==> config.mk <==
export PLATFORM = sky130hd
export DESIGN_NAME = fma_collect
export DESIGN_NICKNAME = d
export VERILOG_FILES = /design/src/source/fma_pkg.sv /design/src/source/fma_collect.sv
export SDC_FILE = /design/constraint.sdc
export NUM_CORES = 1
export LEC_CHECK = 0
export BUFFER_PORTS_ARGS = -buffer_cell sky130_fd_sc_hd__buf_2
export CORE_MARGIN = 4
export CORE_UTILIZATION = 39
export DETAILED_ROUTE_END_ITERATION = 8
export PLACE_DENSITY_LB_ADDON = 0.2
export RECOVER_POWER = 25
export SLEW_MARGIN = 40
export SYNTH_ARGS = -nofsm -noshare
export SYNTH_HDL_FRONTEND = slang
export SYNTH_SLANG_ARGS = --single-unit
export TNS_END_PERCENT = 50
==> constraint.sdc <==
create_clock -name clk -period 1.2 [get_ports clk]
set_clock_uncertainty 0.05 [all_clocks]
set_input_delay 0.24 -clock clk [delete_from_list [all_inputs] [get_ports clk]]
set_output_delay 0.24 -clock clk [all_outputs]
set_load 0.01 [all_outputs]
==> src/source/fma_pkg.sv <==
// fma accelerator package
// bus widths, register map, half-precision constants and lane structs
`default_nettype none

package fma_pkg;

    typedef logic [15:0] half_t;
    typedef logic [31:0] word_t;
    // {invalid, overflow, underflow, inexact}
    typedef logic [3:0]  fma_flags_t;

    localparam int n_lanes    = 4;
    localparam int addr_width = 8;

    // per-lane register block
    localparam int lane_stride = 16;
    localparam int off_xy      = 'h0;
    localparam int off_zc      = 'h4;
    localparam int off_res     = 'h8;
    // global control, above the lane blocks
    localparam logic [addr_width-1:0] addr_start  = 8'h40;
    localparam logic [addr_width-1:0] addr_status = 8'h44;

    // half-precision layout
    localparam int         exp_bias  = 15;
    localparam int         man_width = 10;
    localparam logic [4:0] inf_exp   = 5'h1f;
    localparam half_t      qnan_val  = 16'h7e00;
    localparam half_t      one_val   = 16'h3c00;

    // rounding mode codes
    localparam logic [1:0] rm_rz   = 2'd0;
    localparam logic [1:0] rm_rne  = 2'd1;
    localparam logic [1:0] rm_down = 2'd2;
    localparam logic [1:0] rm_up   = 2'd3;

    // lane accumulator, bit 0 weighs 2^-acc_lsb
    // smallest product ulp is 2^-48, largest term stays below 2^81
    localparam int acc_width = 82;
    localparam int acc_lsb   = 48;

    typedef struct packed {
        logic [1:0] roundmode;
        logic       mul;
        logic       add;
        logic       negp;
        logic       negz;
    } fma_ctrl_t;

    typedef struct packed {
        half_t     x;
        half_t     y;
        half_t     z;
        fma_ctrl_t ctrl;
    } fma_req_t;

    typedef struct packed {
        half_t      result;
        fma_flags_t flags;
    } fma_rsp_t;

    typedef enum logic {
        idle,
        respond
    } axi_state_t;

endpackage

`default_nettype wire

==> src/source/fma_collect.sv <==
// fma result collector
// captures lane responses and tracks busy and done
`timescale 1ns/1ps
`default_nettype none

module fma_collect
    import fma_pkg::*;
(
    input  logic               clk,
    input  logic               reset,
    input  logic               issue,
    input  fma_rsp_t           rsp [n_lanes],
    input  logic [n_lanes-1:0] rsp_valid,
    output fma_rsp_t           results [n_lanes],
    output logic               busy,
    output logic               done
);

    logic [n_lanes-1:0] pending;
    logic [n_lanes-1:0] still_pending;

    // lanes reporting this cycle drop out
    assign still_pending = pending & ~rsp_valid;

    always_ff @(posedge clk) begin
        if (reset) begin
            pending <= '0;
            busy    <= 1'b0;
            done    <= 1'b0;
            for (int i = 0; i < n_lanes; i++)
                results[i] <= '0;
        end else begin
            for (int i = 0; i < n_lanes; i++) begin
                if (rsp_valid[i])
                    results[i] <= rsp[i];
            end
            if (issue) begin
                pending <= '1;
                busy    <= 1'b1;
                done    <= 1'b0;
            end else begin
                pending <= still_pending;
                // last lane in, results visible together with done
                if (busy && (still_pending == '0)) begin
                    busy <= 1'b0;
                    done <= 1'b1;
                end
            end
        end
    end

endmodule

`default_nettype wire

## After elaboration in Yosys (flattened, before gate mapping)

Index checks and enable logic that the tools add are counted.

| word-level totals | value |
|---|---|
| flip-flop bits (word level) | 86 |
| input port bits | 87 |
| word-level logic and storage cells | 20 |

| cells by class | value |
|---|---|
| multiplexer cells | 3 |
| bitwise operators | 2 |
| reductions and logical operators | 4 |

Operator list:

| kind | number |
|---|---|
| bitwise AND 4 bit | 1 |
| zero test 4 bit | 1 |
| two-way mux 4 bit | 1 |
| NOT 4 bit | 1 |
| two-way mux 1 bit | 2 |
| nonzero test 2 bit | 1 |
| OR reduction 2 bit | 1 |
| logical AND 1 bit | 1 |

## Depth between registers and ports, before layout

| depth | value |
|---|---|
| depth after elaboration | 6 |
| depth in mapped cells | 4 |
| mapped depth without buffers | 3 |

## Worst setup path after synthesis

Ideal clock, no wire load.

| timing path | value |
|---|---|
| path type | reg-to-reg |
| start | register pending[2] |
| end | register done |
| setup time | 0.069 ns |
| arrival time | 1.022 ns |
| slack | 0.059 ns |
| cell stages (with the launch flop) | 4 |
| clock period less this slack | 1.141 ns |
| cell sequence | dfxtp_1 > nor2b_1 > or4_1 > o21ai_1 |

| between the ends | value |
|---|---|
| cells in the longest elaborated chain, start to end | 3 |

RTL lines:

| element | RTL line | text |
|---|---|---|
| from (decl) | fma_collect.sv:19 | `logic [n_lanes-1:0] pending;` |
| from (signal assigned) | fma_collect.sv:42 | `pending <= still_pending;` |
| bitwise AND 4 bit | fma_collect.sv:23 | `assign still_pending = pending & ~rsp_valid;` |
| zero test 4 bit | fma_collect.sv:44 | `if (busy && (still_pending == '0)) begin` |
| logical AND 1 bit | fma_collect.sv:44 |  |
| to (signal assigned) | fma_collect.sv:29 | `done <= 1'b0;` |
| to (signal assigned) | fma_collect.sv:40 | `done <= 1'b0;` |
| to (signal assigned) | fma_collect.sv:46 | `done <= 1'b1;` |
| to (decl) | fma_collect.sv:16 | `output logic done` |

Every way passes these cells.
A chain may end at the register's enable or synchronous reset.

## Worst setup path in the final report

| timing path | value |
|---|---|
| start | register pending[3] |
| end | register done |

The elaborated chain is that of the path after synthesis.

==> results.toml <==
[timing]
setup_slack_ps = 3.887
min_period_ps = 1196
timing.final.crit_share_pct = 99.68
worst_pin_slew_ps = 551.0
drv_slew = 0
fmax_ghz = 0.8360
slew_headroom_pct = 63.26
hold_viol = 0
hold_slack_ps = 86.54
setup-violations-final = 0
rsz0062_at_grt = "yes"

[critical_path]
critPathKind = "flip-flop to flip-flop"
critPathSlowestCell = "or4_1"
cpPeakStageDelay_ps = 510
setup.worst_path.end_class = "flip-flop"
crit_chain = "nor2b_4 > or4_1 > o21ai_1"
cp.arrival_ps = 1400
worstPathRequired_ps = 1410
critPathLaunchType = "flip-flop"
worstPathMaxFanout = 2

[yosys]
synth.most_common_cell = "nor2_1"
synth_common_cells = "nor2_1 (89), dfxtp_1 (86), mux2i_1 (80)"
synth-async-reset-ratio_pct = 0
synth_edf_count = 0
synth_top_cell_by_area = "dfxtp_1"
yosysUniqueCellTypes = 12
syn_avg_cell_area_um2 = 10.58
synth_seq_area_share_pct = 57.31
synth.top_cell.area_share_pct = 57.31
netlist_area_mm2 = 0.003004
synth_seq_cells = 86
ys.flop_type = "dfxtp_1"
syn_nets = 371
synth_warnings = 0
netlist_instances = 284
ys_top_cells_by_area = "dfxtp_1 (57%), mux2i_1 (27%), nor2_1 (11%)"

[layout]
post-route-util_pct = 58.00
final_cell_area_mm2 = 0.004274
antenna_cells = 0
layout-area-overhead-vs-synth_pct = 42.27
drive_gt1_share_pct = 41.87
final_nets = 543

[placement]
numPortBuffers = 168
dpl.hpwl_um = 5526
gp_congestion = 0.7250
place_ws_ps = 14.03
place_area_mm2 = 0.004021

[clock_tree]
cts_tree = "yes"
clockBufferDepth = 2
clkLatencyLatePin_ps = 330
tritoncts.num_buffers = 9
cts.sinks = 86
cts.root.buffer_cell = "clkbuf_8"
cts_hold_buf = 0
clkTransAtPathRegs_ps = 90
htreeDepth = 3

[flow_run]
cap_violations = 0

[power]
ir_drop_mv = 0.8687
power_density_mw_per_mm2 = 1467
total_power_mw = 6.271
leakage_nw = 2.315

[route]
drt-wirelength-per-cell_um = 12.80
drc = 0
drtPass1Iterations = 4
vias_per_cell = 4.445
drt_iter0_drc = 71
vias = 2489
ant_nets = 0
totalWireLength_um = 7170

[worst_hold_path]
hp-class = "input port to flip-flop"

[status]
status = "finished, final reports clean"

[global_routing]
overflow = 0
grt_max_degree = 24
grt_pass1_vias = 2447
grt_pass1_wl_um = 11200
track_usage_pct = 15.46
antenna_found_initial = 0

[floorplanning]
rows = 31
die_h_um = 95.77
pin_count = 169
core-area_mm2 = 0.007370
die_x_um = 95.77
start_util_pct = 40.76
dieArea_mm2 = 0.009171
==> critical path, delay by kind of cell, from the launching register on <==
family / cells / cell delay [ps]
AOI/OAI and AO/OA: 1 / 140
DFF: 1 / 310
and+or+nand+nor: 2 / 630
==> cell usage in the layout (no fill, tap or decap), drive strengths merged <==
| cell type | instances |
|---|---|
| a21oi | 1 |
| clkbuf | 12 |
| clkinv | 2 |
| nor2 | 89 |
| or4 | 1 |
| dfxtp | 86 |
| buf | 178 |
| nor2b | 4 |
| nand2 | 2 |
| o41ai | 1 |
| bufinv | 3 |
| inv | 1 |
| o21ai | 1 |
| mux2i | 80 |
==> per-stage QoR <==
stage | std cells | TNS (ps)
6_report | 560 | 0
5_1_grt | 560 | -22.65
4_1_cts | 560 | 0
3_5_place_dp | 543 | 0
3_3_place_gp | 543 | 0
2_1_floorplan | 284 | 0
==> cell families after synthesis <==
| group | after synthesis | share of synthesized area [%] |
|---|---|---|
| and+or+nand+nor | 96 | 12.45 |
| DFF | 86 | 57.31 |
| muxes | 80 | 26.66 |
| buffers and inverters | 19 | 2.957 |
| AOI/OAI and AO/OA | 3 | 0.6245 |
==> layer usage <==
layer	track usage [%]	vias to the layer above	wire, um
met2	26.29	92	3605
met4	5.332	0	57
met3	5.473	6	670
li1	-	1275	-
met5	0	-	0
met1	18.02	1116	2837
==> layout make-up <==
| cell class | count | area [um2] |
|---|---|---|
| clock buffer | 11 | 131.4 |
| fill | 696 | 3095 |
| tap | 99 | 123.9 |
| multi-input combinational | 179 | 1201 |
| sequential | 86 | 1722 |
| inverter | 1 | 3.754 |
| timing repair buffer | 179 | 984.7 |
| clock inverter | 5 | 107.6 |
==> power breakdown <==
group | switching [mW] | total, mW | leakage (nW) | internal, mW
sequential | 0.0761 | 3.10 | 0.711 | 3.02
combinational | 0.400 | 0.816 | 1.49 | 0.416
clock | 0.963 | 2.36 | 0.118 | 1.39
==> worst paths after layout <==
check | startpoint | end | slack [ps] | cells past startpoint
min reg2reg | done | done | 420 | 2
max reg2reg | pending[3] | done | 4 | 3
max | pending[3] | done | 4 | 3
min | rsp[23] | results[23] | 90 | 3
==> flip-flops by register name, indices dropped and copies added, names as in the netlist <==
| name | count |
|---|---|
| pending | 4 |
| busy | 1 |
| done | 1 |
| results | 80 |
==> repair_timing <==
| item | in CTS | in global routing |
|---|---|---|
| buffers inserted | 1 | 0 |
| resized for setup | 2 | 1 |
| endpoints found under the setup margin | 1 | 2 |
| pin swaps | 2 | 0 |
No activity file was read; power rests on OpenSTA's default activity.
