File: config.mk
export PLATFORM = sky130hd
export DESIGN_NAME = fma_regs
export DESIGN_NICKNAME = d
export VERILOG_FILES = /design/src/source/fma_pkg.sv /design/src/source/fma_regs.sv
export SDC_FILE = /design/constraint.sdc
export NUM_CORES = 1
export LEC_CHECK = 0
export ABC_AREA = 1
export BUFFER_PORTS_ARGS = -buffer_cell sky130_fd_sc_hd__clkbuf_2
export CAP_MARGIN = 10
export CORE_ASPECT_RATIO = 1.2
export CORE_UTILIZATION = 51
export DETAILED_ROUTE_END_ITERATION = 10
export PLACE_DENSITY = 0.81
export RECOVER_POWER = 50
export SETUP_SLACK_MARGIN = 0.15
export SLEW_MARGIN = 25
export SYNTH_ARGS = -nofsm -noshare
export SYNTH_HDL_FRONTEND = slang
export SYNTH_SLANG_ARGS = --single-unit
File: constraint.sdc
create_clock -name clk -period 1.6 [get_ports clk]
set_input_delay 0.08 -clock clk [delete_from_list [all_inputs] [get_ports clk]]
set_output_delay 0.08 -clock clk [all_outputs]
set_load 0.05 [all_outputs]
File: src/source/fma_pkg.sv
// fma accelerator package
// bus widths, register map, half-precision constants and lane structs
`default_nettype none

package fma_pkg;

    typedef logic [15:0] half_t;
    typedef logic [31:0] word_t;
    // {invalid, overflow, underflow, inexact}
    typedef logic [3:0]  fma_flags_t;

    localparam int n_lanes    = 4;
    localparam int addr_width = 8;

    // per-lane register block
    localparam int lane_stride = 16;
    localparam int off_xy      = 'h0;
    localparam int off_zc      = 'h4;
    localparam int off_res     = 'h8;
    // global control, above the lane blocks
    localparam logic [addr_width-1:0] addr_start  = 8'h40;
    localparam logic [addr_width-1:0] addr_status = 8'h44;

    // half-precision layout
    localparam int         exp_bias  = 15;
    localparam int         man_width = 10;
    localparam logic [4:0] inf_exp   = 5'h1f;
    localparam half_t      qnan_val  = 16'h7e00;
    localparam half_t      one_val   = 16'h3c00;

    // rounding mode codes
    localparam logic [1:0] rm_rz   = 2'd0;
    localparam logic [1:0] rm_rne  = 2'd1;
    localparam logic [1:0] rm_down = 2'd2;
    localparam logic [1:0] rm_up   = 2'd3;

    // lane accumulator, bit 0 weighs 2^-acc_lsb
    // smallest product ulp is 2^-48, largest term stays below 2^81
    localparam int acc_width = 82;
    localparam int acc_lsb   = 48;

    typedef struct packed {
        logic [1:0] roundmode;
        logic       mul;
        logic       add;
        logic       negp;
        logic       negz;
    } fma_ctrl_t;

    typedef struct packed {
        half_t     x;
        half_t     y;
        half_t     z;
        fma_ctrl_t ctrl;
    } fma_req_t;

    typedef struct packed {
        half_t      result;
        fma_flags_t flags;
    } fma_rsp_t;

    typedef enum logic {
        idle,
        respond
    } axi_state_t;

endpackage

`default_nettype wire

File: src/source/fma_regs.sv
// fma register block: AXI4-Lite slave holding lane operands
// issues a start pulse to the lanes and reads back results and status
`timescale 1ns/1ps
`default_nettype none

module fma_regs
    import fma_pkg::*;
(
    input  logic                  clk,
    input  logic                  reset,
    // write address and data
    input  logic [addr_width-1:0] awaddr,
    input  logic                  awvalid,
    output logic                  awready,
    input  word_t                 wdata,
    input  logic                  wvalid,
    output logic                  wready,
    // write response
    output logic [1:0]            bresp,
    output logic                  bvalid,
    input  logic                  bready,
    // read address and data
    input  logic [addr_width-1:0] araddr,
    input  logic                  arvalid,
    output logic                  arready,
    output word_t                 rdata,
    output logic [1:0]            rresp,
    output logic                  rvalid,
    input  logic                  rready,
    // lane side
    output fma_req_t              req [n_lanes],
    output logic                  issue,
    input  fma_rsp_t              results [n_lanes],
    input  logic                  busy,
    input  logic                  done
);

    axi_state_t wr_state;
    axi_state_t rd_state;
    logic       wr_accept;
    logic       rd_accept;
    word_t      rd_word;

    // address and data taken together, only when no response is pending
    assign wr_accept = (wr_state == idle) && awvalid && wvalid;
    assign awready   = wr_accept;
    assign wready    = wr_accept;
    assign bvalid    = (wr_state == respond);
    // always OKAY
    assign bresp     = 2'b00;

    assign rd_accept = (rd_state == idle) && arvalid;
    assign arready   = rd_accept;
    assign rvalid    = (rd_state == respond);
    assign rresp     = 2'b00;

    always_ff @(posedge clk) begin
        if (reset) begin
            wr_state <= idle;
            issue    <= 1'b0;
            for (int i = 0; i < n_lanes; i++)
                req[i] <= '0;
        end else begin
            // start ignored while busy or already issuing
            issue <= wr_accept && (awaddr == addr_start) && wdata[0] && !busy && !issue;
            case (wr_state)
                idle:    if (wr_accept) wr_state <= respond;
                respond: if (bready) wr_state <= idle;
                default: wr_state <= idle;
            endcase
            if (wr_accept) begin
                for (int i = 0; i < n_lanes; i++) begin
                    if (int'(awaddr) == i * lane_stride + off_xy) begin
                        req[i].y <= wdata[31:16];
                        req[i].x <= wdata[15:0];
                    end
                    // control word sits right above z
                    if (int'(awaddr) == i * lane_stride + off_zc) begin
                        req[i].ctrl <= wdata[21:16];
                        req[i].z    <= wdata[15:0];
                    end
                end
            end
        end
    end

    // read mux, unmapped and start read as zero
    always_comb begin
        rd_word = '0;
        for (int i = 0; i < n_lanes; i++) begin
            if (int'(araddr) == i * lane_stride + off_xy)
                rd_word = {req[i].y, req[i].x};
            if (int'(araddr) == i * lane_stride + off_zc)
                rd_word = {10'b0, req[i].ctrl, req[i].z};
            if (int'(araddr) == i * lane_stride + off_res)
                rd_word = {12'b0, results[i].flags, results[i].result};
        end
        if (araddr == addr_status)
            rd_word = {30'b0, done, busy};
    end

    always_ff @(posedge clk) begin
        if (reset) begin
            rd_state <= idle;
            rdata    <= '0;
        end else begin
            case (rd_state)
                idle:    if (rd_accept) rd_state <= respond;
                respond: if (rready) rd_state <= idle;
                default: rd_state <= idle;
            endcase
            // data held until rready
            if (rd_accept)
                rdata <= rd_word;
        end
    end

endmodule

`default_nettype wire

# Yosys cells after proc, flatten, opt, wreduce, memory -nomap -nowiden
# Cells that the tools add are included.
# word_totals
ff_bits	251
inputBits	137
out_inout_bits	258
elab_cells	96
# op_classes
eq_ne	20
n_mux	19
bitwise	2
reduce_logical	19
# op_table
cell	n
$mux 32	13
$eq 8x7->1 const B	12
$eq 8x6->1 const B	5
$eq 8x4->1 const B	2
$logic_not 8->1	2
$reduce_and 2->1	8
$eq 8x5->1 const B	1
$logic_and 1x1->1	7
$mux 1	4
$pmux 1 s2	2
$logic_not 1->1	2
$not 1->1	2

# Logic depth before layout (Yosys ltp)
# depth
word_depth	14
mapped_depth	16
mapped_depth_nobuf	15

# Least setup slack after synthesis
# No wires, ideal clock.
# synth_timing
path_type	register to register
startpoint	register wr_state (netlist: bvalid)
endpoint	register req[207] in the netlist's numbering
setup_time_ns	0.128
arrival_ns	2.301
required_ns	1.472
slack_ns	-0.829
path_stages_with_launch	8
n_path_buf	1
synth_period_minus_slack_ns	2.429
cell_sequence	dfxtp_1 -> nor2_1 -> inv_1 -> nor2_2 -> nand4_1 -> clkbuf_1 -> o21ai_0 -> a21oi_1
# synth_between
elab_chain_len	4
# synth_lines
item	line	text
from (decl)	fma_regs.sv:38	axi_state_t wr_state;
from (signal assigned)	fma_regs.sv:59	wr_state <= idle;
from (signal assigned)	fma_regs.sv:67	idle: if (wr_accept) wr_state <= respond;
from (signal assigned)	fma_regs.sv:68	respond: if (bready) wr_state <= idle;
$not 1->1	-	
$logic_and 1x1->1 (2 in series)	fma_regs.sv:45	assign wr_accept = (wr_state == idle) && awvalid && wvalid;
named net awready	fma_regs.sv:14	output logic awready,
$reduce_and 2->1 (no source line)	-	
to (decl)	fma_regs.sv:31	output fma_req_t req [n_lanes],
# The timed path passes the listed nets, and every way through them passes these cells.
# A chain may end at the register's enable or synchronous reset.

# Final worst setup path
# layout_timing
startpoint	register wr_state (netlist: bvalid)
endpoint	register req[193] in the netlist's numbering
# layout_between
elab_chain_len	4
# layout_lines
item	line
$not 1->1	-
$logic_and 1x1->1 (2 in series)	fma_regs.sv:45
$reduce_and 2->1 (no source line)	-
# No other way between the ends.

==> key figures <==
Clocking
  • Root buffer cell: clkbuf_16
  • Clk Latency, worst-skew pair: approximately 0.54 ns
  • TritonCTS buffer count: 26
  • Worst-path clk slew: around 0.060 ns
  • CTS H-tree lvls: 1
  • Clock Path Buffers: 3
  • Clock Sink Count: 251
  • CTS tree: yes

Worst setup path
  • FF-to-FF path depth: 9
  • Crit. path cell count: 9
  • FF-to-FF setup slack: 0.04 ns
  • Element type at the critical path end: flip-flop
  • Delay-heaviest family, CP: buffers and inverters
  • Critical Setup Path Class: reg2reg
  • Crit-path max cell delay: about 0.35 ns
  • CP max-delay cell: dfxtp_4
  • R2R Path End: req[193]$_SDFFE_PP0P_
  • Bufs and invs on worst path: 4
  • Worst setup path startpoint: bvalid$_SDFF_PP0_
  • RR Startpoint: bvalid$_SDFF_PP0_
  • CP arrival: ~2.0 ns
  • CP cell instances: nor2_4 -> inv_2 -> nor2_4 -> nand4_1 -> buf_6 -> buf_12 -> buf_16 -> o21ai_2 -> a21oi_1
  • Critical Path Fanout Max: 16
  • Worst Path Required: 2.03 ns
  • Most frequent CP cell: nor2_4
  • Crit start category: flip-flop
  • Worst Setup EP: req[193]$_SDFFE_PP0P_

Pwr
  • Pleak: 7.11 nW
  • Final total power: roughly 0.014 W
  • Max IR drop VDD: 0.902 mV
  • PwrDens: 811 nW/um^2

Layout
  • FF/Latch Area: ~5000 um^2
  • Fin cells: approximately 2.6k
  • Area growth from synthesis to layout: 42.4%
  • # fillers: ~1.8k
  • Share of cells above drive strength 1: 25.6%
  • Multi-input logic area: between 5000 and 6000 um^2
  • Final core occ: 74.9%
  • Nets: approximately 2.4k

Synth
  • Synth Instances: 1,739
  • Syn avg cell area: between 6 and 7 um^2
  • Netlist cell types: 39
  • Synth Register Bits: ~250
  • Largest area contributor in the netlist: dfxtp_1
  • Area contributors post-synth: dfxtp_1 42%, o21ai_0 11%, nand2_1 9.9%
  • Async set or reset register ratio after synthesis: 0%
  • Most frequent cells after synthesis: 315 x nand2_1, 271 x o21ai_0, 251 x dfxtp_1, 246 x inv_1, 187 x nor2_1
  • Register area share after synthesis: around 42%
  • Number of synthesized flops with an enable pin: 0
  • Mapped Area: ~12,000 um^2
  • Ys Warns: 0
  • Top FF cell, synth: dfxtp_1
  • Top cell type's share of synthesized area: a little over two fifths
  • Count leader, synth: nand2_1

Floorplan
  • Die width: between 100 and 150 um
  • Initial Util: 52.6%
  • Row count: 60
  • Io pins: just under 400
  • Core area: 22,700 um^2
  • Die H: around 170 um
  • Die Area: approximately 24,000 um^2

Detailed routing
  • Via count: approximately 15k
  • Via density per instance: 5.68
  • DR iter-0 viols: around 1.4k
  • Routed WL per cell: ~20 um
  • DRC Markers: 0
  • Drt pass-1 iters: 6
  • Final wirelength: 52,300 um
  • Routed Antenna Nets: 0

GRT
  • Largest net degree at the start of global routing: 65
  • Vias in the first global route: ~13k
  • GRT Total Usage: about two fifths
  • Initial antenna violation count: 1
  • Grt ovf: 0
  • First-pass GRT wire length: roughly 70,000 um

Timing
  • Slew Limit Fails: 0
  • Max Fclk: approximately 640 MHz
  • Setup TNS: 0 ns
  • Tcrit/Tclk final: a little over nine tenths
  • Layout Skew: ~0.011 ns
  • Slew HR: between 50% and 60%
  • Least-Margin Pin Slew: around 0.69 ns
  • # setup viols final: 0
  • Endpoints failing hold: 0
  • Final min period: approximately 1.6 ns
  • RSZ-0062 raised after global routing: true

Placement
  • GPL Wtd Cong: 0.965
  • Placed insts: around 2.4k
  • DPL Wire Length: about 34,000 um
  • Port Buf Inserts: 390

Run
  • Max cap viols: 0

Hold path
  • HP Class: in2reg

Run status
  • Status: finished, final reports clean
==> worst reg2reg max path, stage by stage (launching register included) <==
cell     delay [ns]
dfxtp_4        0.35
nor2_4         0.11
inv_2          0.06
nor2_4         0.13
nand4_1        0.13
buf_6          0.16
buf_12         0.13
buf_16         0.16
o21ai_2        0.17
a21oi_1        0.06
==> worst min path at each step <==
stage                     start                      to  depth (start not counted)
finish              results[23]  rdata[19]$_SDFFE_PP0P_                          6
global route        results[31]   rdata[7]$_SDFFE_PP0P_                          6
CTS                 results[23]  rdata[19]$_SDFFE_PP0P_                          6
detailed placement       bready       bvalid$_SDFF_PP0_                          4
global placement         bready       bvalid$_SDFF_PP0_                          4
floorplan             wdata[20]   req[166]$_SDFFE_PP0P_                          2
==> metrics by stage <==
step,hold slack [ns],area (um^2),setup WS (ns)
finish,0.00440,17000,0.0358
global route,0.0387,17000,-0.0241
CTS,0.00399,16300,0.0941
detailed placement,0.331,14600,-0.272
global placement,0.326,14600,-0.249
floorplan,0.215,12000,-0.110
==> per-layer routing <==
| metal | share of wire (%) | global-route usage, % |
|---|---|---|
| met2 | 47 | 67.6 |
| met4 | 9.3 | 29.9 |
| met3 | 11 | 8.92 |
| met1 | 33 | 39.8 |
| met5 | 0.027 | 0 |
==> placed cells by master, fill, tap and decap left out, drive strengths merged <==
cell type / netlist / final
nand2: 321 / 321
conb: 1 / 4
nand3: 68 / 68
dfxtp: 251 / 251
buf: 27 / 105
a21oi: 192 / 192
a221oi: 2 / 2
clkinvlp: 0 / 2
a21boi: 7 / 7
nor2: 199 / 202
inv: 251 / 251
nand4: 13 / 13
o21ai: 280 / 280
a211oi: 1 / 1
o22ai: 10 / 10
nor3: 6 / 6
clkbuf: 76 / 434
dlygate4sd3: 1 / 66
or2: 28 / 28
nor3b: 1 / 1
bufinv: 0 / 1
diode: 0 / 1
clkinv: 4 / 9
==> area by class of cell <==
| class | instances | area share, % |
|---|---|---|
| Inverter | 255 | 5.73 |
| Antenna cell | 1 | 0.0147 |
| Multi-Input combinational cell | 1135 | 34.9 |
| Clock inverter | 8 | 0.398 |
| Timing Repair Buffer | 566 | 22.3 |
| Sequential cell | 251 | 29.6 |
| Clock buffer | 39 | 4.78 |
| Tap cell | 310 | 2.29 |
==> what timing repair did <==
item,4_1_cts,5_1_grt
hold buffers,66,0
hold endpoints to repair,138,0
gates resized for setup,33,232
setup endpoints to repair,126,242
setup buffers,6,10
gates cloned,3,11
pin swaps,2,16
==> power by group <==
group	switching (W)	leakage, nW	internal [W]	total [W]
registers	0.0000136	2.02	0.00626	0.00628
clock network	0.00262	0.439	0.00365	0.00627
logic	0.000760	4.65	0.000465	0.00122
total	0.00339	7.11	0.0104	0.0138
==> flip-flops by register name (all words and copies together) (netlist names) <==
signal / count
rvalid: 1
bvalid: 1
issue: 1
rdata: 32
req: 216
==> logic make-up (layout without fill, tap and decap cells) <==
| kind of cell | count (synthesis) | after routing | synth area share [%] |
|---|---|---|---|
| buffers and inverters | 359 | 868 | 13.0 |
| other | 1 | 5 | 0.0314 |
| AO/OA/AOI/OAI | 492 | 492 | 21.9 |
| AND/OR/NAND/NOR | 636 | 639 | 23.0 |
| flip-flops | 251 | 251 | 42.1 |
(Power assumes the default switching activity.)
